$ cat src/design/imul_pkg.sv
package imul_pkg;

  localparam int xlen = 64;
  localparam int plen = 128;
  localparam int hlen = 32;
  localparam int latency = 4;

  // operands carry one extra bit for the sign/zero extension
  localparam int opw = xlen + 1;

  // radix-4 digits over the 65-bit multiplier, plus one row for negate bits
  localparam int booth_digits = (opw + 1) / 2;
  localparam int pp_rows = booth_digits + 1;

  // side paths skip the compress and final add stages
  localparam int side_depth = latency - 2;

  typedef enum logic [3:0] {
    op_mul64     = 4'd0,
    op_imul64    = 4'd1,
    op_lmul64    = 4'd2,
    op_limul64   = 4'd3,
    op_mul32     = 4'd4,
    op_imul32    = 4'd5,
    op_mul32_64  = 4'd6,
    op_imul32_64 = 4'd7,
    op_swp32     = 4'd8,
    op_swp64     = 4'd9
  } imul_op_e;

  typedef struct packed {
    logic cf;
    logic of;
    logic rsv;
    logic sf;
    logic zf;
    logic pf;
  } imul_flags_t;

  typedef struct packed {
    logic            valid;
    imul_op_e        op;
    logic [xlen-1:0] a;
    logic [xlen-1:0] b;
  } imul_req_t;

  typedef struct packed {
    logic valid;
    logic is_signed;
    logic wide;
    logic upper;
    logic short32;
    logic swap;
  } imul_ctrl_t;

  typedef struct packed {
    logic            valid;
    logic [xlen-1:0] res;
    imul_flags_t     flags;
  } imul_res_t;

endpackage

$ cat src/design/imul_flags.sv
`timescale 1ns/1ps

module imul_flags import imul_pkg::*; (
  input  logic             clk,
  input  logic             arst_n,
  input  logic             stall,
  input  imul_ctrl_t       ctrl,
  input  logic [plen-1:0]  product,
  input  logic [xlen-1:0]  swapped,
  output imul_res_t        rsp
);

  logic [xlen-1:0] res;
  logic            ovf;
  imul_flags_t     flg;

  always_comb begin
    if (ctrl.swap) begin
      res = swapped;
    end else if (ctrl.upper) begin
      res = product[plen-1:xlen];
    end else if (ctrl.short32) begin
      res = {{(xlen-hlen){ctrl.is_signed & product[hlen-1]}}, product[hlen-1:0]};
    end else begin
      res = product[xlen-1:0];
    end
  end

  // product must equal the extension of its low part at the destination width
  always_comb begin
    if (ctrl.short32) begin
      ovf = product[plen-1:hlen] != {(plen-hlen){ctrl.is_signed & product[hlen-1]}};
    end else begin
      ovf = product[plen-1:xlen] != {(plen-xlen){ctrl.is_signed & product[xlen-1]}};
    end
  end

  always_comb begin
    flg = '0;
    if (!ctrl.swap) begin
      flg.cf = ovf;
      flg.of = ovf;
      flg.sf = ctrl.short32 ? res[hlen-1] : res[xlen-1];
      flg.zf = res == '0;
      flg.pf = ~^res[7:0];
    end
  end

  always_ff @(posedge clk or negedge arst_n) begin
    if (!arst_n) begin
      rsp <= '0;
    end else if (!stall) begin
      rsp.valid <= ctrl.valid;
      rsp.res   <= res;
      rsp.flags <= flg;
    end
  end

endmodule

$ cat config.mk
export PLATFORM = sky130hd
export DESIGN_NAME = imul_flags
export DESIGN_NICKNAME = d
export VERILOG_FILES = /design/src/design/imul_pkg.sv /design/src/design/imul_flags.sv
export SDC_FILE = /design/constraint.sdc
export NUM_CORES = 1
export LEC_CHECK = 0
export ABC_AREA = 1
export BUFFER_PORTS_ARGS = -buffer_cell sky130_fd_sc_hd__buf_2
export CAP_MARGIN = 20
export CORE_AREA = 2 2 115 117
export CTS_CLUSTER_SIZE = 16
export DETAILED_ROUTE_END_ITERATION = 16
export DIE_AREA = 0 0 117 119
export PLACE_DENSITY = 0.74
export SETUP_SLACK_MARGIN = 0.3
export SYNTH_ARGS = -nofsm -noshare
export SYNTH_HDL_FRONTEND = slang
export SYNTH_SLANG_ARGS = --single-unit
$ cat constraint.sdc
create_clock -name clk -period 0.8 [get_ports clk]
set_input_delay 0.04 -clock clk [delete_from_list [all_inputs] [get_ports clk]]
set_output_delay 0.04 -clock clk [all_outputs]
set_load 0.05 [all_outputs]
==> flow_summary_export.csv <==
group,metric,value,unit
synth,netlist_area,5240,um2
cells_and_area,syn_to_final_growth,96.6,%
detailed_routing,drt_iter0_markers,757,
synth,synth_commonest_cells,"nand2_1 (319), nor2_1 (96), nand3_1 (79)",
floorplan,die_area,13900,um2
cells_and_area,reg.largest.list,"rsp: 69 flops",
worst_setup_path,worstPathArrival,1.84,ns
clocking,clk_path_buf_depth,2,
synth,synth_edf_count,0,
cells_and_area,nFillCells,869,
cells_and_area,final_util,80.1,%
timing,skew,0,ns
synth,synthCells,855,
clocking,cts_root_buf,"clkbuf_16",
synth,syn_nets,1060,
floorplan,start_util,40.7,%
timing,holdWs,-0.324,ns
synth,synth_warnings,0,
timing,max_freq,0.638,GHz
cells_and_area,final_cell_count_no_fill,1410,
detailed_routing,remaining_drc_errors,0,
job,maxCapViolCount,0,
detailed_routing,ant_nets,0,
timing,fin_ws,-0.766,ns
timing,setup_viol,115,
clocking,htree_num_levels,3,
placed_design,port_buffers,269,
floorplan,core_area,12900,um2
timing,hold_violations,75,
synth,synthArstFlopShare,100,%
floorplan,die_h,119,um
detailed_routing,first_pass_iters,5,
power,p_per_area,1460,nW/um2
cells_and_area,multi_input_area,4170,um2
clocking,clock_latency,0.33,ns
grt,grt_use_total,32.4,%
worst_setup_path,worstPathMaxFanout,5,
cells_and_area,drive_gt1_share,56.4,%
synth,synthFlopType,"dfrtp_1",
timing,rsz0062_at_grt,"yes",
floorplan,die_w,117,um
grt,grt_first_pass_wirelength,35.0,mm
worst_hold_path,hp-class,"in2async",
cells_and_area,seq_area,1810,um2
detailed_routing,routed_wl,26.4,mm
grt,grt_overflow,0,
clocking,cts_tree,"built",
worst_setup_path,critical_path_class,"in2reg",
detailed_routing,vias,7741,
synth,syn_avg_cell_area,6.13,um2
placed_design,dp_cells,1348,
grt,antenna_found_initial,1,
placed_design,post-dp-hpwl,16.4,mm
synth,synth_top_cell_area_share,32.9,%
synth,seq_area_frac_synth,32.9,%
status,violations,"negative hold slack, negative setup slack",
timing,finalCritPeriodShare,196,%
placed_design,post-place-ws,-0.879,ns
floorplan,ioPinCount,272,
status,status,"finished, violations left",
power,finalPower,15100,uW
worst_setup_path,cp-end-kind,"flip-flop",
grt,grt_pass1_vias,7021,
synth,netlist_top_cells_area,"dfrtp_1 (33%), nand2_1 (23%), nand3_1 (7.5%), nor2_1 (6.9%), o21ai_0 (4.1%)",
cells_and_area,largest_reg_flops,69,
cells_and_area,fin_nets,1433,
clocking,cts_buffers,9,
power,max-vdd-ir-drop,1.01,mV
synth,synth_cell_type_count,32,
synth,ys_seq_elements,69,
worst_setup_path,cp.required,1.07,ns
detailed_routing,wl_per_cell,18.7,um
floorplan,rows,42,
synth,synth.most_common_cell,"nand2_1",
clocking,numClockSinks,69,
power,leakage,0.00492,uW
cells_and_area,regMostFlops,"rsp",
clocking,clk_pin_slew,0.06,ns
timing,period_needed,1.57,ns
placed_design,place.gp.congestion,0.912,
worst_setup_path,crit_path_start_kind,"input port",
timing,maxSlewViolCount,0,
detailed_routing,viasPerCell,5.49,
grt,grt_max_degree,58,
synth,yosys.area.top_type,"dfrtp_1",
[metal layers]
metal,wire [um],part of all wire [%],track usage (%)
met2,13100,50,56.1
met5,0,0,0
met4,1180,4.5,12.8
met1,9720,37,39.5
met3,2400,9.1,5.29
[power by group]
group	leakage (uW)	switching (uW)	internal, uW	total [uW]
sequential	0.000756	347	3960	4310
clock	0.000130	1560	2190	3750
combinational	0.00403	4030	2990	7020
[cell usage in the layout (no fill, tap or decap), drive strengths merged, types with 13 or more instances in the layout]
cell type,instances
clkbuf,17
dfrtp,69
nor2,96
a21oi,34
nand3,79
o21ai,56
buf,407
inv,51
nand2,319
or2,22
nor3,13
a31oi,15
nand4,16
[worst paths after layout]
path	startpoint	endpoint	slack (ns)	cells past startpoint
worst max-delay path	ctrl[0]	rsp[1]	-0.77	16
worst min-delay path	arst_n	rsp[6]	-0.32	2
worst max register to register	rsp[54]	rsp[54]	-0.10	3
worst min register to register	rsp[70]	rsp[70]	0.50	2
max in group asynchronous	arst_n	rsp[22]	0.82	2
min in group clk	ctrl[5]	rsp[70]	-0.09	3
[final cells by class]
class                   instances  area share, %
diodes                          1         0.0243
well taps                     176           2.14
clock inverters                 3          0.206
repair buffers                411           35.1
multi-input cells             685           40.4
inverters                      51           2.05
flip-flops and latches         69           17.6
repair inverters                1         0.0607
clock buffers                  13           2.43
[cell families after synthesis]
family          after synthesis  synth area share (%)
simple gates                550                  43.7
compound gates              127                  13.6
buf+inv                     101                  8.26
flops                        69                  32.9
fa+ha+maj                     4                 0.955
xor+xnor                      3                 0.501
other cells                   1                0.0715
[worst max-delay path, stage by stage]
cell       delay [ns]
buf_12           0.11
clkinv_8         0.06
buf_16           0.12
buf_12           0.12
buf_8            0.12
clkbuf_16        0.16
nand3_1          0.21
nand2_2          0.17
nand2_1          0.08
nor2_1           0.14
nand2_1          0.11
nor2_1           0.11
nand2_1          0.07
nor2_1           0.08
nand2_1          0.05
nand2_1          0.06
[per-stage QoR]
step	setup TNS, ns	instance area (um2)
CTS	-14.35	9180
global route	-19.61	10300
global placement	-23.68	7540
detailed placement	-24.76	7540
finish	-16.72	10300
floorplan	-3.43	5420
[repair_timing]
item,CTS,global route
endpoints found under the setup margin,139,139
gates cloned,10,5
buffers inserted,12,18
gates resized for setup,291,218
pin swaps,62,91
hold endpoints to repair,81,74
Power figures use the tool's default switching activity.
