### src/design/imul_pkg.sv
package imul_pkg;

  localparam int xlen = 64;
  localparam int plen = 128;
  localparam int hlen = 32;
  localparam int latency = 4;

  // operands carry one extra bit for the sign/zero extension
  localparam int opw = xlen + 1;

  // radix-4 digits over the 65-bit multiplier, plus one row for negate bits
  localparam int booth_digits = (opw + 1) / 2;
  localparam int pp_rows = booth_digits + 1;

  // side paths skip the compress and final add stages
  localparam int side_depth = latency - 2;

  typedef enum logic [3:0] {
    op_mul64     = 4'd0,
    op_imul64    = 4'd1,
    op_lmul64    = 4'd2,
    op_limul64   = 4'd3,
    op_mul32     = 4'd4,
    op_imul32    = 4'd5,
    op_mul32_64  = 4'd6,
    op_imul32_64 = 4'd7,
    op_swp32     = 4'd8,
    op_swp64     = 4'd9
  } imul_op_e;

  typedef struct packed {
    logic cf;
    logic of;
    logic rsv;
    logic sf;
    logic zf;
    logic pf;
  } imul_flags_t;

  typedef struct packed {
    logic            valid;
    imul_op_e        op;
    logic [xlen-1:0] a;
    logic [xlen-1:0] b;
  } imul_req_t;

  typedef struct packed {
    logic valid;
    logic is_signed;
    logic wide;
    logic upper;
    logic short32;
    logic swap;
  } imul_ctrl_t;

  typedef struct packed {
    logic            valid;
    logic [xlen-1:0] res;
    imul_flags_t     flags;
  } imul_res_t;

endpackage

### src/design/imul_decode.sv
`timescale 1ns/1ps

module imul_decode import imul_pkg::*; (
  input  logic            clk,
  input  logic            arst_n,
  input  logic            stall,
  input  imul_req_t       req,
  output imul_ctrl_t      ctrl,
  output logic [opw-1:0]  op_a,
  output logic [opw-1:0]  op_b
);

  imul_ctrl_t     ctrl_d;
  logic [opw-1:0] ext_a;
  logic [opw-1:0] ext_b;

  always_comb begin
    ctrl_d = '0;
    ctrl_d.valid = req.valid;
    case (req.op)
      op_mul64: ctrl_d.wide = 1'b1;
      op_imul64: begin
        ctrl_d.wide = 1'b1;
        ctrl_d.is_signed = 1'b1;
      end
      op_lmul64: begin
        ctrl_d.wide = 1'b1;
        ctrl_d.upper = 1'b1;
      end
      op_limul64: begin
        ctrl_d.wide = 1'b1;
        ctrl_d.is_signed = 1'b1;
        ctrl_d.upper = 1'b1;
      end
      op_mul32: ctrl_d.short32 = 1'b1;
      op_imul32: begin
        ctrl_d.short32 = 1'b1;
        ctrl_d.is_signed = 1'b1;
      end
      op_mul32_64: ctrl_d.is_signed = 1'b0;
      op_imul32_64: ctrl_d.is_signed = 1'b1;
      // swp32 only needs the low word, swp64 the whole operand
      op_swp32: begin
        ctrl_d.swap = 1'b1;
        ctrl_d.short32 = 1'b1;
      end
      op_swp64: begin
        ctrl_d.swap = 1'b1;
        ctrl_d.wide = 1'b1;
      end
      default: ctrl_d.wide = 1'b1;
    endcase
  end

  // 32-bit ops see only the low word
  always_comb begin
    if (ctrl_d.wide) begin
      ext_a = {ctrl_d.is_signed & req.a[xlen-1], req.a};
      ext_b = {ctrl_d.is_signed & req.b[xlen-1], req.b};
    end else begin
      ext_a = {{(opw-hlen){ctrl_d.is_signed & req.a[hlen-1]}}, req.a[hlen-1:0]};
      ext_b = {{(opw-hlen){ctrl_d.is_signed & req.b[hlen-1]}}, req.b[hlen-1:0]};
    end
  end

  always_ff @(posedge clk or negedge arst_n) begin
    if (!arst_n) begin
      ctrl <= '0;
      op_a <= '0;
      op_b <= '0;
    end else if (!stall) begin
      ctrl <= ctrl_d;
      op_a <= ext_a;
      op_b <= ext_b;
    end
  end

  a_op_known: assert property (@(posedge clk) disable iff (!arst_n)
    req.valid |-> !$isunknown(req.op));

endmodule

### config.mk
export PLATFORM = sky130hd
export DESIGN_NAME = imul_decode
export DESIGN_NICKNAME = d
export VERILOG_FILES = /design/src/design/imul_pkg.sv /design/src/design/imul_decode.sv
export SDC_FILE = /design/constraint.sdc
export NUM_CORES = 1
export LEC_CHECK = 0
export BUFFER_PORTS_ARGS = -buffer_cell sky130_fd_sc_hd__buf_2
export CAP_MARGIN = 30
export CORE_MARGIN = 1.5
export CORE_UTILIZATION = 46
export DETAILED_ROUTE_END_ITERATION = 7
export PLACE_DENSITY_LB_ADDON = 0.05
export SYNTH_ARGS = -nofsm -noshare
export SYNTH_HDL_FRONTEND = slang
export SYNTH_SLANG_ARGS = --single-unit
### constraint.sdc
create_clock -name clk -period 0.8 [get_ports clk]
set_input_delay 0.04 -clock clk [delete_from_list [all_inputs] [get_ports clk]]
set_output_delay 0.04 -clock clk [all_outputs]
set_load 0.005 [all_outputs]
==> results of run 1 <==
==> cell usage after synthesis (2+ instances only) <==
cell and count:
o311ai_1 32, nand2_1 71, mux2_2 65, inv_1 64, clkbuf_1 15, buf_1 5
o21ai_0 2, dfrtp_1 136, buf_4 4, o311ai_0 31, buf_2 12, o211ai_1 2
nand3_1 2
==> stage by stage <==
stage	instances	util (%)	setup slack (ns)	hold WS, ns
global placement	859	64.79	-0.4794	-0.1294
CTS	1081	87.67	-0.2123	-0.07261
floorplan	452	-	-0.2988	-0.2556
detailed placement	859	64.79	-0.5540	-0.1318
==> layer usage <==
| metal | overflow | GRT usage, % |
|---|---|---|
| met1 | 1 | 85.15 |
| met3 | 2 | 71.38 |
| met2 | 414 | 114.4 |
| met5 | 0 | 12.94 |
| met4 | 192 | 107.8 |
==> logic make-up after synthesis <==
group	after synthesis
compound gates	73
buf+inv	100
mux	66
flops	136
simple gates	77
==> what timing repair did <==
action / in CTS
endpoints found under the setup margin: 199
hold buffers: 133
cloned: 6
endpoints found under the hold margin: 268
setup buffers: 55
resized for setup: 55
pin swaps: 5
==> impl_results.md, run 1 <==
- Run status: stopped before the end
- Fail Step: 5_1_grt
- Log Error: [ERROR GRT-0232] Routing congestion too high. Check the congestion heatmap in the GUI.
- Synth Register Bits: 136
- Synth Instances: 452
- Number of synthesized flops with an enable pin: 0
- Netlist Area Pre-Place: 0.005482 sq mm
- Largest net degree at the start of global routing: 60
- Post-DP HPWL: 10710 microns
- H-tree depth: 4
- Async S/R FF share, synth: 100.0%
- Row count: 39
- Mux contribution to synthesized area: 13.54%
- Area share of the largest cell type after synthesis: 62.09%
- CTS Buffer Depth: 2
- Die H: 112.2 microns
- All-layer global routing usage: 91.55%
- Synth Area per Inst: 12.13 sq um
- Synth Area in Simple Gates: 5.615%
- Chip Width: 112.2 microns
- Total CTS buffers: 17
- Placer congestion estimate: 0.7913
- Largest cells by area after synthesis: dfrtp_1 62%, mux2_2 13%, o311ai_1 5.1%, o311ai_0 5.0%, nand2_1 4.9%
- Port Buffers: 271
- IO Count: 272
- Post-DP Area: 0.007461 sq mm
- Syn_nets: 588
- Initial antenna violation count: 5
- Post-Synth Adder-Cell Area: 0%
- Initial Util: 47.60%
- Yosys warns: 0
- GRT overflow: 609
- CTS Sinks: 136
- Post-synthesis compound-gate area fraction: 11.37%
- Ys flop type: dfrtp_1
- Largest family of logic cells by synthesized area: multiplexers
- CTS root buf: clkbuf_16
- Leading area contributor after synthesis: dfrtp_1
- Worst endpoint type: output port
- Distinct cells, synth: 24
- Seq/Total Area, Yosys: 62.09%
- Xor and xnor area share after synthesis: 0%
- Worst setup endpoint GRT: op_a[14]
==> run 2: changes to the inputs <==
CORE_UTILIZATION = 40   (was 46)
PLACE_DENSITY_LB_ADDON = 0.15   (was 0.05)
==> impl_results.md, run 2 <==
- Largest cells by area after synthesis: dfrtp_1 62%, mux2_2 13%, o311ai_1 5.1%, o311ai_0 5.0%, nand2_1 4.9% (unchanged)
- Most common cell after layout, fill and taps aside: buf_2
- Final setup fails: 245
- Post-synth top cells: 136 x dfrtp_1, 71 x nand2_1, 65 x mux2_2, 64 x inv_1, 32 x o311ai_1 (unchanged)
- Seq/Total Area, Yosys: 62.09% (unchanged)
- Die H: 120.1 microns (was 112.2 microns)
- Post-DP HPWL: 10820 microns (was 10710 microns)
- Vias in the first global route: 5854
- Initial drt markers: 297
- Cell Pwr Density: 1828 mW/mm^2
- Setup TNS: -37.70 ns
- Maximum VDD drop: 1767 uV
- Vias/cell: 5.082
- Count leader, synth: dfrtp_1 (unchanged)
- Area share of the largest cell type after synthesis: 62.09% (unchanged)
- Nets: 1102
- Number of synthesized flops with an enable pin: 0 (unchanged)
- Netlist Area Pre-Place: 0.005482 sq mm (unchanged)
- Largest net degree at the start of global routing: 57
- First-pass iteration count of the detailed router: 4
- Wl on met1: 8717 microns
- Regs by FF count: op_a (65), op_b (65), ctrl (6)
- Area of the core: 0.01330 sq mm
- Die ar.: 0.01442 sq mm
- Pre-CTS WS: -0.5421 ns (was -0.5540 ns)
- Tcrit/Tclk final: 127.3%
- CTS root buf: clkbuf_16 (unchanged)
- Setup crit start kind: input port
- Layout cells sized above 1: 57.63%
- Syn_nets: 588 (unchanged)
- Antenna-violating nets left: 0
- GRT overflow: 0
- Min Tclk post-route: 1.018 ns
- Max cap viols: 0
- Initial antenna violation count: 1
- H-tree depth: 4 (unchanged)
- Slew margin rel.: 53.95%
- WL per Instance: 20.32 microns
- Critical path required time: 1.08 ns
- Synth Register Bits: 136 (unchanged)
- Total CTS buffers: 17 (unchanged)
- Clock skew: 0 ns
- Lkg Pwr: 0.005868 uW
- Row count: 42 (was 39)
- Worst-Margin Slew: 0.6908 ns
- Total power: 20840 uW
- Synth-to-Final Area Change: 108.0%
- Failing checks: hold timing, setup timing
- Ys flop type: dfrtp_1 (unchanged)
- Final hold vios: 1
- Fmax: 981.9 MHz
- Async S/R FF share, synth: 100.0% (unchanged)
- Most frequent cells in the layout: 264 x buf_2, 136 x dfrtp_1, 130 x dlygate4sd3_1
- Unrepaired setup endpoints after global routing: true
- CTS Buffer Depth: 2 (unchanged)
- Pins over their slew limit: 0
- Worst setup path class: in2reg
- IO Count: 272 (unchanged)
- Met2 wire len: 12600 microns
- All-layer global routing usage: 26.95%
- Crit end category: flop
- Final Worst Setup Slack: -0.2185 ns
- Clock latency on the worst-skew pair: 0.41 ns
- Maximum fanout along the worst path: 8
- CTS Sinks: 136 (unchanged)
- WHS: -0.05690 ns
- Via count: 5870
- Placer congestion estimate: 0.7857 (was 0.7913)
- DR DRC count: 0
- Leading area contributor after synthesis: dfrtp_1 (unchanged)
- Synth Instances: 452 (unchanged)
- Met3 wire len: 1372 microns
- Worst hold path type: in2reg
- Critical path arrival: 1.29 ns
- Distinct cells, synth: 24 (unchanged)
- Chip Width: 120.1 microns (was 112.2 microns)
- Synth Area per Inst: 12.13 sq um (unchanged)
- # hold bufs at CTS: 131 (was 133)
- Run status: complete, but fails checks (was stopped before the end)
- CTS clock-pin slew for the worst setup and hold paths: 0.06 ns
- Port Buffers: 271 (unchanged)
- Top sig layer: met4
- CTS tree: yes
- First-pass GRT wire length: 30240 microns
- WL final: 23470 microns
- Initial Util: 41.23% (was 47.60%)
- Yosys warns: 0 (unchanged)
-- run 2: cell counts after synthesis --
Identical to the previous run, type by type.
-- run 2: area by class of cell --
type / count / area [sq um]
Timing Repair Buffer: 531 / 4111
Sequential cell: 136 / 3403
Multi-Input combinational cell: 216 / 2873
Fill cell: 604 / 1893
Clock buffer: 23 / 478.0
Inverter: 64 / 240.2
Tap cell: 176 / 220.2
Clock inverter: 7 / 71.32
Antenna cell: 2 / 5.005
-- run 2: power by group --
group,internal (uW),switching (uW),total [uW]
logic,3170,2170,5340
registers,7600,468,8070
clock network,4480,2950,7430
-- run 2: path summary, 6_finish.rpt --
| check | depth (start not counted) | slack, ns | end | from |
|---|---|---|---|---|
| worst min-delay path | 3 | -0.06 | ctrl[2] | req[131] |
| worst max-delay path | 6 | -0.22 | op_b[56] | req[129] |
| worst max register to register | 4 | -0.21 | op_a[49] | op_a[49] |
| max in group asynchronous | 3 | 0.27 | ctrl[2] | arst_n |
| worst min register to register | 2 | 0.50 | op_a[61] | op_a[61] |
| min in group asynchronous | 2 | 0.06 | op_a[23] | arst_n |
-- run 2: per-stage QoR --
| step | hold WS, ns | cell area (sq um) | utilization [%] | std cells |
|---|---|---|---|---|
| 2_1_floorplan | -0.2556 | 5876 | - | 452 |
| 3_3_place_gp | -0.07577 | 7620 | 57.31 | 901 |
| 3_5_place_dp | -0.07156 | 7620 | 57.31 | 901 |
| 4_1_cts | -0.06031 | 10310 | 77.56 | 1119 |
| 5_1_grt | -0.06872 | 11400 | 85.74 | 1154 |
| 6_report | -0.05690 | 11400 | 85.76 | 1155 |
-- run 2: cell families (layout without fill, tap and decap cells) --
kind of cell           after synthesis  count (layout)  share of synthesized area (%)
multiplexers                        66              66                          13.54
AO/OA/AOI/OAI                       73              73                          11.37
buffers and inverters              100             625                          7.396
AND/OR/NAND/NOR                     77              77                          5.615
flip-flops                         136             136                          62.09
other                                0               2                              0
-- run 2: metal layers --
metal | GRT usage (%) | vias to the layer above
met5 | 0 | -
met4 | 10.57 | 0
met3 | 6.559 | 57
met2 | 47.39 | 254
met1 | 31.64 | 2956
li1 | - | 2603
-- run 2: timing repair --
action | CTS | global route
setup endpoints to repair | 203 | 232
hold endpoints to repair | 269 | 1
cloned | 6 | 2
resized for setup | 73 | 128
buffers inserted | 51 | 39
pin swaps | 7 | 3
-- run 2: critical path, cell delays in order --
cell and delay, ns:
buf_6 0.09, or3b_4 0.41, o21ai_4 0.26, buf_8 0.20, clkbuf_16 0.19, o311ai_2 0.09
(Power assumes the default switching activity.)
