<file path="src/design/imul_pkg.sv">
package imul_pkg;

  localparam int xlen = 64;
  localparam int plen = 128;
  localparam int hlen = 32;
  localparam int latency = 4;

  // operands carry one extra bit for the sign/zero extension
  localparam int opw = xlen + 1;

  // radix-4 digits over the 65-bit multiplier, plus one row for negate bits
  localparam int booth_digits = (opw + 1) / 2;
  localparam int pp_rows = booth_digits + 1;

  // side paths skip the compress and final add stages
  localparam int side_depth = latency - 2;

  typedef enum logic [3:0] {
    op_mul64     = 4'd0,
    op_imul64    = 4'd1,
    op_lmul64    = 4'd2,
    op_limul64   = 4'd3,
    op_mul32     = 4'd4,
    op_imul32    = 4'd5,
    op_mul32_64  = 4'd6,
    op_imul32_64 = 4'd7,
    op_swp32     = 4'd8,
    op_swp64     = 4'd9
  } imul_op_e;

  typedef struct packed {
    logic cf;
    logic of;
    logic rsv;
    logic sf;
    logic zf;
    logic pf;
  } imul_flags_t;

  typedef struct packed {
    logic            valid;
    imul_op_e        op;
    logic [xlen-1:0] a;
    logic [xlen-1:0] b;
  } imul_req_t;

  typedef struct packed {
    logic valid;
    logic is_signed;
    logic wide;
    logic upper;
    logic short32;
    logic swap;
  } imul_ctrl_t;

  typedef struct packed {
    logic            valid;
    logic [xlen-1:0] res;
    imul_flags_t     flags;
  } imul_res_t;

endpackage

</file>
<file path="src/design/imul_final_add.sv">
`timescale 1ns/1ps

module imul_final_add import imul_pkg::*; (
  input  logic             clk,
  input  logic             arst_n,
  input  logic             stall,
  input  logic [plen-1:0]  sum_row,
  input  logic [plen-1:0]  carry_row,
  output logic [plen-1:0]  product
);

  logic [plen-1:0] full_sum;

  // carry out of bit 127 is dropped, the product is taken mod 2^128
  assign full_sum = sum_row + carry_row;

  always_ff @(posedge clk or negedge arst_n) begin
    if (!arst_n) begin
      product <= '0;
    end else if (!stall) begin
      product <= full_sum;
    end
  end

endmodule

</file>
<file path="config.mk">
export PLATFORM = sky130hd
export DESIGN_NAME = imul_final_add
export DESIGN_NICKNAME = d
export VERILOG_FILES = /design/src/design/imul_pkg.sv /design/src/design/imul_final_add.sv
export SDC_FILE = /design/constraint.sdc
export NUM_CORES = 1
export LEC_CHECK = 0
export BUFFER_PORTS_ARGS = -buffer_cell sky130_fd_sc_hd__buf_2
export CAP_MARGIN = 20
export CORE_AREA = 4 4 216 218
export DETAILED_ROUTE_END_ITERATION = 7
export DIE_AREA = 0 0 220 222
export HOLD_SLACK_MARGIN = 0.12
export SLEW_MARGIN = 10
export SYNTH_ARGS = -nofsm -noshare
export SYNTH_HDL_FRONTEND = slang
export SYNTH_SLANG_ARGS = --single-unit
</file>
<file path="constraint.sdc">
create_clock -name clk -period 1.5 [get_ports clk]
set_input_delay 0.3 -clock clk [delete_from_list [all_inputs] [get_ports clk]]
set_output_delay 0.3 -clock clk [all_outputs]
set_load 0.05 [all_outputs]
</file>
==> impl_metrics.json, run 1 <==
{
  "tightest_slew_ns": 0.568,
  "cp_max_fo": 3,
  "critical_path_class": "primary input to flop",
  "syn2layout_area_growth_pct": 94.6,
  "reg2reg_depth": 2,
  "portBuffers": 386,
  "synth-main-ff-cell": "dfrtp_1",
  "netlist_instances": 1788,
  "register_area_mm2": 0.00321,
  "synthArstFlopShare_pct": 100,
  "placementRows": 78,
  "period_share_pct": 193,
  "cts_buffer_depth": 2,
  "p_per_area_mw_per_mm2": 869,
  "required_ns": 1.87,
  "synth.distinct_cells": 82,
  "cts-root-buf": "clkbuf_16",
  "drt-total-wl_um": 66600,
  "seq_area_frac_synth_pct": 24.0,
  "ys_seq_elements": 128,
  "rsz0062_at_grt": "true",
  "end_kind": "flop",
  "multiInputGateArea_mm2": 0.0128,
  "grtUsageTotal_pct": 26.0,
  "start_util_pct": 29.7,
  "drive_above_1_share_pct": 55.9,
  "post_dp_cell_area_mm2": 0.0216,
  "antenna_found_initial": 0,
  "fin_crit_ns": 2.89,
  "cts_sinks": 128,
  "finalPower_mw": 22.6,
  "finalNonFillerCells": 3454,
  "worstPathArrival_ns": 3.26,
  "core_area_mm2": 0.0449,
  "grt_pass1_vias": 18607,
  "dp_hpwl_um": 53000,
  "grt_overflow": 0,
  "nFillCells": 3984,
  "timing.final.ws_setup_ns": -1.39,
  "wl_per_cell_um": 19.3,
  "clk_latency_ns": 0.48,
  "final_max_slew_viol_count": 0,
  "drtPass1Iterations": 5,
  "violations": "negative setup slack",
  "cts_buffers": 17,
  "drtIter0Drc": 1055,
  "hold_path_class": "primary input to asynchronous set/reset pin",
  "cts_max_level": 4,
  "diodes": 0,
  "pin_count": 387,
  "max_cap_viol_count": 0,
  "die_area_mm2": 0.0488,
  "avgSynthCellArea_um2": 7.46,
  "grt_max_degree": 75,
  "relSlewSlack_pct": 61.8,
  "setup_viol": 118,
  "rr_endpoint": "product[124]$_DFFE_PN0N_",
  "die_h_um": 222,
  "outcome": "finished, violations left",
  "drc": 0,
  "grt_pass1_wl_um": 99600,
  "crit_path_start_kind": "primary input",
  "syn_area_mm2": 0.0133,
  "synth_warnings": 0,
  "vdd_drop_max_mv": 0.804,
  "path_clk_slew_ns": 0.06,
  "r2r_slack_ns": 0.58,
  "regMostFlops": "product",
  "gp_congestion": 0.952,
  "nets": 3228,
  "vias_per_cell": 5.17,
  "fmax_mhz": 346,
  "hold_violations": 0,
  "static-leakage-power_nw": 11.8,
  "cts_tree": "done",
  "placed_cells": 3333,
  "worst_clock_skew_ns": 0,
  "synth_edf_count": 0,
  "ant_nets": 0,
  "reg_top3": "product: 128 flops",
  "stdcell_area_mm2": 0.0260,
  "syn_nets": 2175,
  "die_x_um": 220,
  "largest_register_ffs": 128,
  "regToRegStartpoint": "product[124]$_DFFE_PN0N_",
  "num_vias": 17857
}
## through the flow
| stage | setup TNS, ns | worst slack [ns] | util (%) | hold slack, ns |
|---|---|---|---|---|
| 2_1_floorplan | -99.17 | -1.55 | - | 0.00441 |
| 3_3_place_gp | -176.08 | -2.13 | 48.1 | 0.121 |
| 3_5_place_dp | -178.30 | -2.11 | 48.1 | 0.120 |
| 4_1_cts | -96.94 | -1.37 | 54.8 | 0.174 |
| 5_1_grt | -117.95 | -1.53 | 57.8 | 0.222 |
| 6_report | -108.74 | -1.39 | 57.8 | 0.244 |
## Yosys cell counts (4+ instances only)
cell,n,area [um2]
xnor2_1,68,596
nand2b_1,13,81.3
a31oi_1,16,100
o21bai_1,38,285
a2111oi_0,4,35.0
o221ai_1,4,35.0
o41ai_1,4,35.0
a21boi_1,4,30.0
buf_6,7,78.8
o31ai_1,14,105
nand4_1,68,425
a21oi_1,214,1070
o21ai_1,94,470
clkbuf_1,80,300
a311oi_1,4,35.0
clkbuf_8,4,55.1
o211ai_1,25,188
a21o_1,37,278
nor2b_1,6,37.5
nor3_1,31,155
or2_2,4,25.0
inv_1,46,173
or4_1,4,30.0
or3_1,12,75.1
nand3_1,20,100
o31a_1,4,35.0
ha_1,127,1590
nand2_1,263,987
xor2_1,46,403
o21a_1,32,240
dfrtp_1,128,3200
nor2_1,115,432
and3_1,4,25.0
nor4_1,12,75.1
a211oi_1,18,135
o21ai_0,142,711
a221oi_1,6,52.6
## area by class of cell
type | count | share of cell area (%)
Multi-Input combinational cell | 1516 | 49.3
Timing Repair Buffer | 1132 | 32.4
Sequential cell | 128 | 12.3
Tap cell | 600 | 2.89
Clock buffer | 22 | 1.75
Inverter | 46 | 0.665
Clock inverter | 10 | 0.617
## worst max-delay path by stage
| stage | endpoint | slack, ns | startpoint |
|---|---|---|---|
| CTS | product[119]$_DFFE_PN0N_ | -1.37 | sum_row[28] |
| global placement | product[115]$_DFFE_PN0N_ | -2.13 | sum_row[38] |
| floorplan | product[104]$_DFFE_PN0N_ | -1.55 | carry_row[59] |
| detailed placement | product[115]$_DFFE_PN0N_ | -2.11 | sum_row[37] |
| finish | product[123]$_DFFE_PN0N_ | -1.39 | carry_row[31] |
| global route | product[123]$_DFFE_PN0N_ | -1.53 | carry_row[31] |
## worst max-delay path, stage by stage
cell      delay [ns]
buf_6           0.10
ha_4            0.25
nand4_1         0.19
or4_4           0.54
or2_4           0.28
o211ai_1        0.30
o211ai_1        0.22
a21oi_2         0.21
buf_4           0.15
o21ai_4         0.06
o211ai_1        0.28
buf_4           0.19
xnor2_2         0.10
o21ai_1         0.09
## kinds of logic after synthesis
kind of cell    share of synthesized area, %
mux                                    0.328
compound gates                          30.9
flops                                   24.0
fa+ha+maj                               12.1
xor+xnor                                7.48
buf+inv                                 4.92
simple gates                            20.3
## per-layer routing
layer,track usage [%],vias up,routed length [um]
met5,0,-,0
met1,32.0,8533,27500
met4,9.50,0,2250
met3,4.92,125,4030
met2,44.9,577,32800
li1,-,8622,-
## where the power goes
| part | total, mW | switching [mW] | internal (mW) |
|---|---|---|---|
| sequential | 4.62 | 0.474 | 4.15 |
| combinational | 13.3 | 7.70 | 5.64 |
| clock | 4.60 | 1.79 | 2.81 |
## repair_timing
item | CTS | global route
pin swaps | 149 | 216
hold endpoints to repair | 130 | 0
buffers inserted | 63 | 70
hold buffers | 3 | 0
gates resized for setup | 399 | 251
endpoints found under the setup margin | 132 | 122
## layout by cell type, fill, tap and decap left out, types with 12 or more instances in the layout
cell type and instances:
o21ai_4 13, nand2_4 12, nand4_1 68, xnor2_1 27, o21ai_2 35, a21o_1 37
buf_4 649, nor2_1 89, inv_1 45, buf_2 317, nand2_1 238, nand2b_1 13
o21a_1 32, dfrtp_1 126, a21oi_2 61, o211ai_1 25, nand3_1 15, ha_1 55
ha_4 67, o21ai_0 69, nor2_4 17, o21ai_1 121, a21oi_4 19, nand2_2 15
nor3_1 16, xnor2_2 38, xor2_1 34, o21bai_1 34, clkbuf_16 17, a21oi_1 135
buf_6 145
(Power assumes the default switching activity.)
==> run 2, diff against run 1 <==
- clock period: 1.5 -> 3.6 ns (I/O delays scaled with it)
==> impl_metrics.json, run 2 (synthesis results as in run 1) <==
{
  "worstPathArrival_ns": 3.87,
  "placementRows": 78,
  "crit_start": "sum_row[56]",
  "end_kind": "flop",
  "p_int_mw": 4.26,
  "die_x_um": 220,
  "p_comb_share_pct": 53.1,
  "die_area_mm2": 0.0488,
  "gp_congestion": 0.932,
  "p_per_area_mw_per_mm2": 406,
  "crit_chain": "buf_2 -> ha_1 -> buf_4 -> a21oi_1 -> o21ai_1 -> a211oi_2 -> o211ai_1 -> a21o_1 -> a2111o_1 -> o21ai_2 -> o211ai_1 -> buf_4 -> a2111oi_0 -> a211oi_1",
  "critPathCapture": "product[127]$_DFFE_PN0N_",
  "vdd_drop_max_mv": 0.335,
  "syn2layout_area_growth_pct": 46.8,
  "num_vias": 16368,
  "cts_buffer_depth": 2,
  "cts_max_level": 4,
  "fin_crit_ns": 3.52,
  "nFillCells": 4630,
  "seqPwrFrac_pct": 24.0,
  "cp_slowest_cell": "a2111o_1",
  "cts_tree": "done",
  "cpPeakStageDelay_ns": 0.50,
  "grtUsageTotal_pct": 23.8,
  "power.switching_mw": 3.69,
  "rr_endpoint": "product[75]$_DFFE_PN0N_",
  "fmax_mhz": 284,
  "grt_use_met1_pct": 31.0,
  "dp_hpwl_um": 50500,
  "cp_max_fo": 4,
  "stdcell_area_mm2": 0.0196,
  "antenna_found_initial": 8,
  "pin_count": 387,
  "r2r_slack_ns": 2.69,
  "fin_hold_ws_ns": 0.208,
  "die_h_um": 222,
  "grt_pass1_vias": 16504,
  "hold_violations": 0,
  "use_met2_pct": 38.9,
  "outcome": "complete, no violations",
  "portBuffers": 386,
  "path_clk_slew_ns": 0.06,
  "path_depth": 14,
  "core_area_mm2": 0.0449,
  "post-route-util_pct": 43.6,
  "required_ns": 3.96,
  "cts_sinks": 128,
  "drc": 0,
  "worst_clock_skew_ns": 0,
  "grt_pass1_wl_um": 91200,
  "nets": 2905,
  "mostFrequentLayoutCells": "buf_4, buf_2, nand2_1",
  "critical_path_class": "primary input to flop",
  "path_buf_inv": 3,
  "period_share_pct": 97.7,
  "static-leakage-power_nw": 9.20,
  "post_dp_cell_area_mm2": 0.0187,
  "met3_usage_pct": 5.44,
  "finalPower_mw": 7.95,
  "max_cap_viol_count": 0,
  "drtIter0Drc": 1029,
  "final_common_cell": "buf_4",
  "crit_path_start_kind": "primary input",
  "drt-total-wl_um": 60000,
  "vias_per_cell": 5.22,
  "switching_share_pct": 46.4,
  "pwr-share-clk_pct": 22.9,
  "drtPass1Iterations": 6,
  "reg2reg_depth": 3,
  "cts-root-buf": "clkbuf_16",
  "regToRegStartpoint": "product[75]$_DFFE_PN0N_",
  "start_util_pct": 29.7,
  "setup_viol": 0,
  "relSlewSlack_pct": 55.4,
  "clk_latency_ns": 0.49,
  "cp_top_family": "compound AO/OA/AOI/OAI gates",
  "ant_nets": 0,
  "drive_above_1_share_pct": 35.6,
  "regMostFlops": "product",
  "cts_buffers": 17,
  "final_max_slew_viol_count": 0,
  "largest_register_ffs": 128,
  "grt_overflow": 0,
  "grt_max_degree": 114,
  "reg_top3": "product: 128 flops",
  "wl_per_cell_um": 19.1,
  "tightest_slew_ns": 0.669,
  "grt_busiest_layer": "met2",
  "hold_path_class": "primary input to asynchronous set/reset pin"
}
[run 2: worst min-delay path by stage]
| stage | start | endpoint | cells past startpoint |
|---|---|---|---|
| floorplan | arst_n | product[0]$_DFFE_PN0N_ | 0 |
| global placement | product[2]$_DFFE_PN0N_ | product[2]$_DFFE_PN0N_ | 2 |
| finish | arst_n | product[11]$_DFFE_PN0N_ | 1 |
| CTS | arst_n | product[11]$_DFFE_PN0N_ | 1 |
| detailed placement | product[46]$_DFFE_PN0N_ | product[46]$_DFFE_PN0N_ | 2 |
| global route | arst_n | product[10]$_DFFE_PN0N_ | 1 |
[run 2: per-stage QoR]
step	setup TNS, ns	instances	worst slack, ns
floorplan	0	1788	0.0200
global placement	-20.19	3093	-0.828
detailed placement	-21.14	3093	-0.886
CTS	0	3128	0.0117
global route	-0.141	3131	-0.0337
finish	0	3134	0.0832
[run 2: layer usage]
layer | up-vias | routed length [um]
met1 | 7689 | 26500
met4 | 12 | 1730
met5 | - | 63
li1 | 8012 | -
met2 | 550 | 27700
met3 | 105 | 3990
[run 2: worst register-to-register path: cells and delay by family (launching register included)]
family	cells	cell delay, ns
AND/OR/NAND/NOR	1	0.15
flip-flops	1	0.40
AO/OA/AOI/OAI	2	0.25
[run 2: layout make-up]
type	count	area (um2)	area share, %
Tap cell	600	751	3.83
Multi-Input combinational cell	1516	9720	49.6
Antenna cell	3	7.51	0.0383
Clock buffer	19	443	2.26
Sequential cell	128	3200	16.4
Timing Repair Buffer	809	5150	26.3
Clock inverter	13	138	0.703
Inverter	46	173	0.882
[run 2: power groups by stage]
stage | Clock (mW) | Sequential (mW) | Combinational, mW
detailed placement | 0 | 1.93 | 4.16
global route | 1.92 | 1.94 | 4.53
CTS | 1.87 | 1.91 | 4.18
floorplan | 0 | 2.92 | 1.53
finish | 1.82 | 1.91 | 4.22
global placement | 0 | 1.93 | 4.13
[run 2: timing repair]
| item | in CTS | in global routing |
|---|---|---|
| buffers inserted | 3 | 3 |
| pin swaps | 7 | 12 |
| setup endpoints to repair | 8 | 29 |
| resized for setup | 6 | 36 |
| hold buffers | 0 | 0 |
| cloned | 0 | 0 |
==> run 3, diff against run 2 <==
- ABC_AREA: not set -> 1
- CORE_AREA: 4 4 216 218 -> 4 4 255 257
- DIE_AREA: 0 0 220 222 -> 0 0 259 261
- SETUP_SLACK_MARGIN: not set -> 0.15
==> impl_metrics.json, run 3 <==
{
  "outcome": "complete, no violations",
  "cts_tree": "done",
  "switching_share_pct": 53.4,
  "start_util_pct": 29.7,
  "post_dp_cell_area_mm2": 0.0218,
  "relSlewSlack_pct": 35.3,
  "synth.largest_area_cell": "nand2_1",
  "nets": 4400,
  "synthArstFlopShare_pct": 100,
  "portBuffers": 386,
  "placementRows": 92,
  "vias_per_cell": 4.60,
  "synthMostInstantiatedCell": "nand2_1",
  "die_x_um": 259,
  "nFillCells": 7379,
  "final_max_slew_viol_count": 0,
  "fin_hold_ws_ns": 0.192,
  "synth_top_area_share_pct": 33.6,
  "avgSynthCellArea_um2": 5.18,
  "synth-main-ff-cell": "dfrtp_1",
  "ctsResizeCount": 0,
  "power.switching_mw": 4.27,
  "cts_sinks": 128,
  "tightest_slew_ns": 0.971,
  "hold_buffers": 0,
  "grtUsageTotal_pct": 27.0,
  "register_area_mm2": 0.00320,
  "fin_setup_tns_ns": 0,
  "p_int_mw": 3.73,
  "synth.distinct_cells": 32,
  "seqPwrFrac_pct": 23.6,
  "rsz0062_at_grt": "false",
  "end_kind": "flop",
  "wl_per_cell_um": 19.2,
  "cp_max_fo": 5,
  "mostFrequentLayoutCells": "nand2_1, inv_1, buf_2",
  "die_area_mm2": 0.0676,
  "syn_nets": 3984,
  "die_h_um": 261,
  "cts_buffers": 17,
  "stdcell_area_mm2": 0.0224,
  "diodes": 0,
  "fmax_mhz": 349,
  "hold_violations": 0,
  "syn_area_mm2": 0.0186,
  "fin_crit_ns": 2.86,
  "ant_nets": 0,
  "drc": 0,
  "grt_pass1_vias": 21208,
  "grt_pass1_wl_um": 134000,
  "core_area_mm2": 0.0627,
  "pin_count": 387,
  "antenna_found_initial": 1,
  "largest_register_ffs": 128,
  "cts_buffer_depth": 2,
  "worstPathArrival_ns": 3.25,
  "drive_above_1_share_pct": 15.7,
  "post_cts_buffers": 0,
  "regMostFlops": "product",
  "syn2layout_area_growth_pct": 20.2,
  "num_vias": 22409,
  "pwr-share-clk_pct": 22.8,
  "placed_cells": 4840,
  "critical_path_class": "primary input to flop",
  "static-leakage-power_nw": 14.2,
  "synth_edf_count": 0,
  "p_comb_share_pct": 53.6,
  "max_cap_viol_count": 0,
  "dp_hpwl_um": 81200,
  "ys_seq_elements": 128,
  "drtIter0Drc": 1970,
  "grt_overflow": 0,
  "p_per_area_mw_per_mm2": 357,
  "path_clk_slew_ns": 0.08,
  "vdd_drop_max_mv": 0.223,
  "period_share_pct": 79.5,
  "multiInputGateArea_mm2": 0.0121,
  "required_ns": 3.99,
  "synth_area_leaders": "nand2_1, dfrtp_1, inv_1",
  "setup_viol": 0,
  "clk_latency_ns": 0.50,
  "hold_path_class": "primary input to asynchronous set/reset pin",
  "netlist_instances": 3597,
  "cts-root-buf": "clkbuf_16",
  "synth_warnings": 0,
  "crit_path_start_kind": "primary input",
  "grt_max_degree": 176,
  "seq_area_frac_synth_pct": 17.2,
  "drtPass1Iterations": 8,
  "r2r_slack_ns": 2.77,
  "finalNonFillerCells": 4872,
  "final_common_cell": "nand2_1",
  "reg_top3": "product: 128 flops",
  "drt-total-wl_um": 93400,
  "worst_clock_skew_ns": 0,
  "cts_max_level": 4,
  "synthTopCellsByCount": "nand2_1, inv_1, nor2_1",
  "gp_congestion": 1.05
}
run 3: cells by family (layout without fill, tap and decap cells):
logic type | after synthesis | count (layout) | synth area share (%)
AOI/OAI and AO/OA | 154 | 154 | 4.23
and+or+nand+nor | 2261 | 2261 | 50.0
DFF | 128 | 128 | 17.2
adders and majority gates | 128 | 128 | 8.64
xor gates and xnor gates | 47 | 47 | 2.21
buffers and inverters | 879 | 1308 | 17.7
run 3: layer usage:
layer  up-vias  track usage (%)  wire length, um
met4         2             7.57             2430
li1      11387                -                -
met2       854             43.7            41300
met1     10058             37.9            43000
met3       108             3.38             6700
met5         -                0               13
run 3: per-stage QoR:
step / utilization, % / setup slack (ns) / total power, mW
floorplan: - / 1.16 / 4.59
detailed placement: 34.8 / 0.308 / 6.15
CTS: 35.7 / 0.857 / 8.02
finish: 35.7 / 0.738 / 8.00
global route: 35.7 / 0.612 / 8.46
global placement: 34.8 / 0.335 / 6.15
run 3: final cells by class:
cell class,count,area share [%]
multi-input cells,2590,54.1
flip-flops and latches,128,14.3
inverters,852,14.3
repair buffers,424,10.0
well taps,846,4.73
clock buffers,17,1.90
clock inverters,15,0.626
run 3: power by group through the flow:
stage	Combinational [mW]	Clock, mW	Sequential, mW
2_1_floorplan	1.82	0	2.77
3_3_place_gp	4.24	0	1.92
3_5_place_dp	4.24	0	1.91
4_1_cts	4.25	1.88	1.89
5_1_grt	4.62	1.92	1.92
6_report	4.29	1.83	1.89
run 3: worst max-delay path, stage by stage:
cell and delay (ns):
buf_2 0.10, ha_1 0.54, nand2_1 0.17, nor2_1 0.47
nand2_1 0.20, inv_1 0.13, nand2_1 0.14, nor4_2 0.32
nand2_1 0.16, nand2_1 0.09, nand2_1 0.05, nand3_1 0.10
nand2_1 0.05
run 3: worst paths after layout:
path,from,to,cells after the start
max,sum_row[85],product[117]$_DFFE_PN0N_,13
min,arst_n,product[121]$_DFFE_PN0N_,1
max reg2reg,product[48]$_DFFE_PN0N_,product[48]$_DFFE_PN0N_,2
min reg2reg,product[83]$_DFFE_PN0N_,product[83]$_DFFE_PN0N_,2
max in group asynchronous,arst_n,product[111]$_DFFE_PN0N_,2
min in group clk,product[83]$_DFFE_PN0N_,product[83]$_DFFE_PN0N_,2
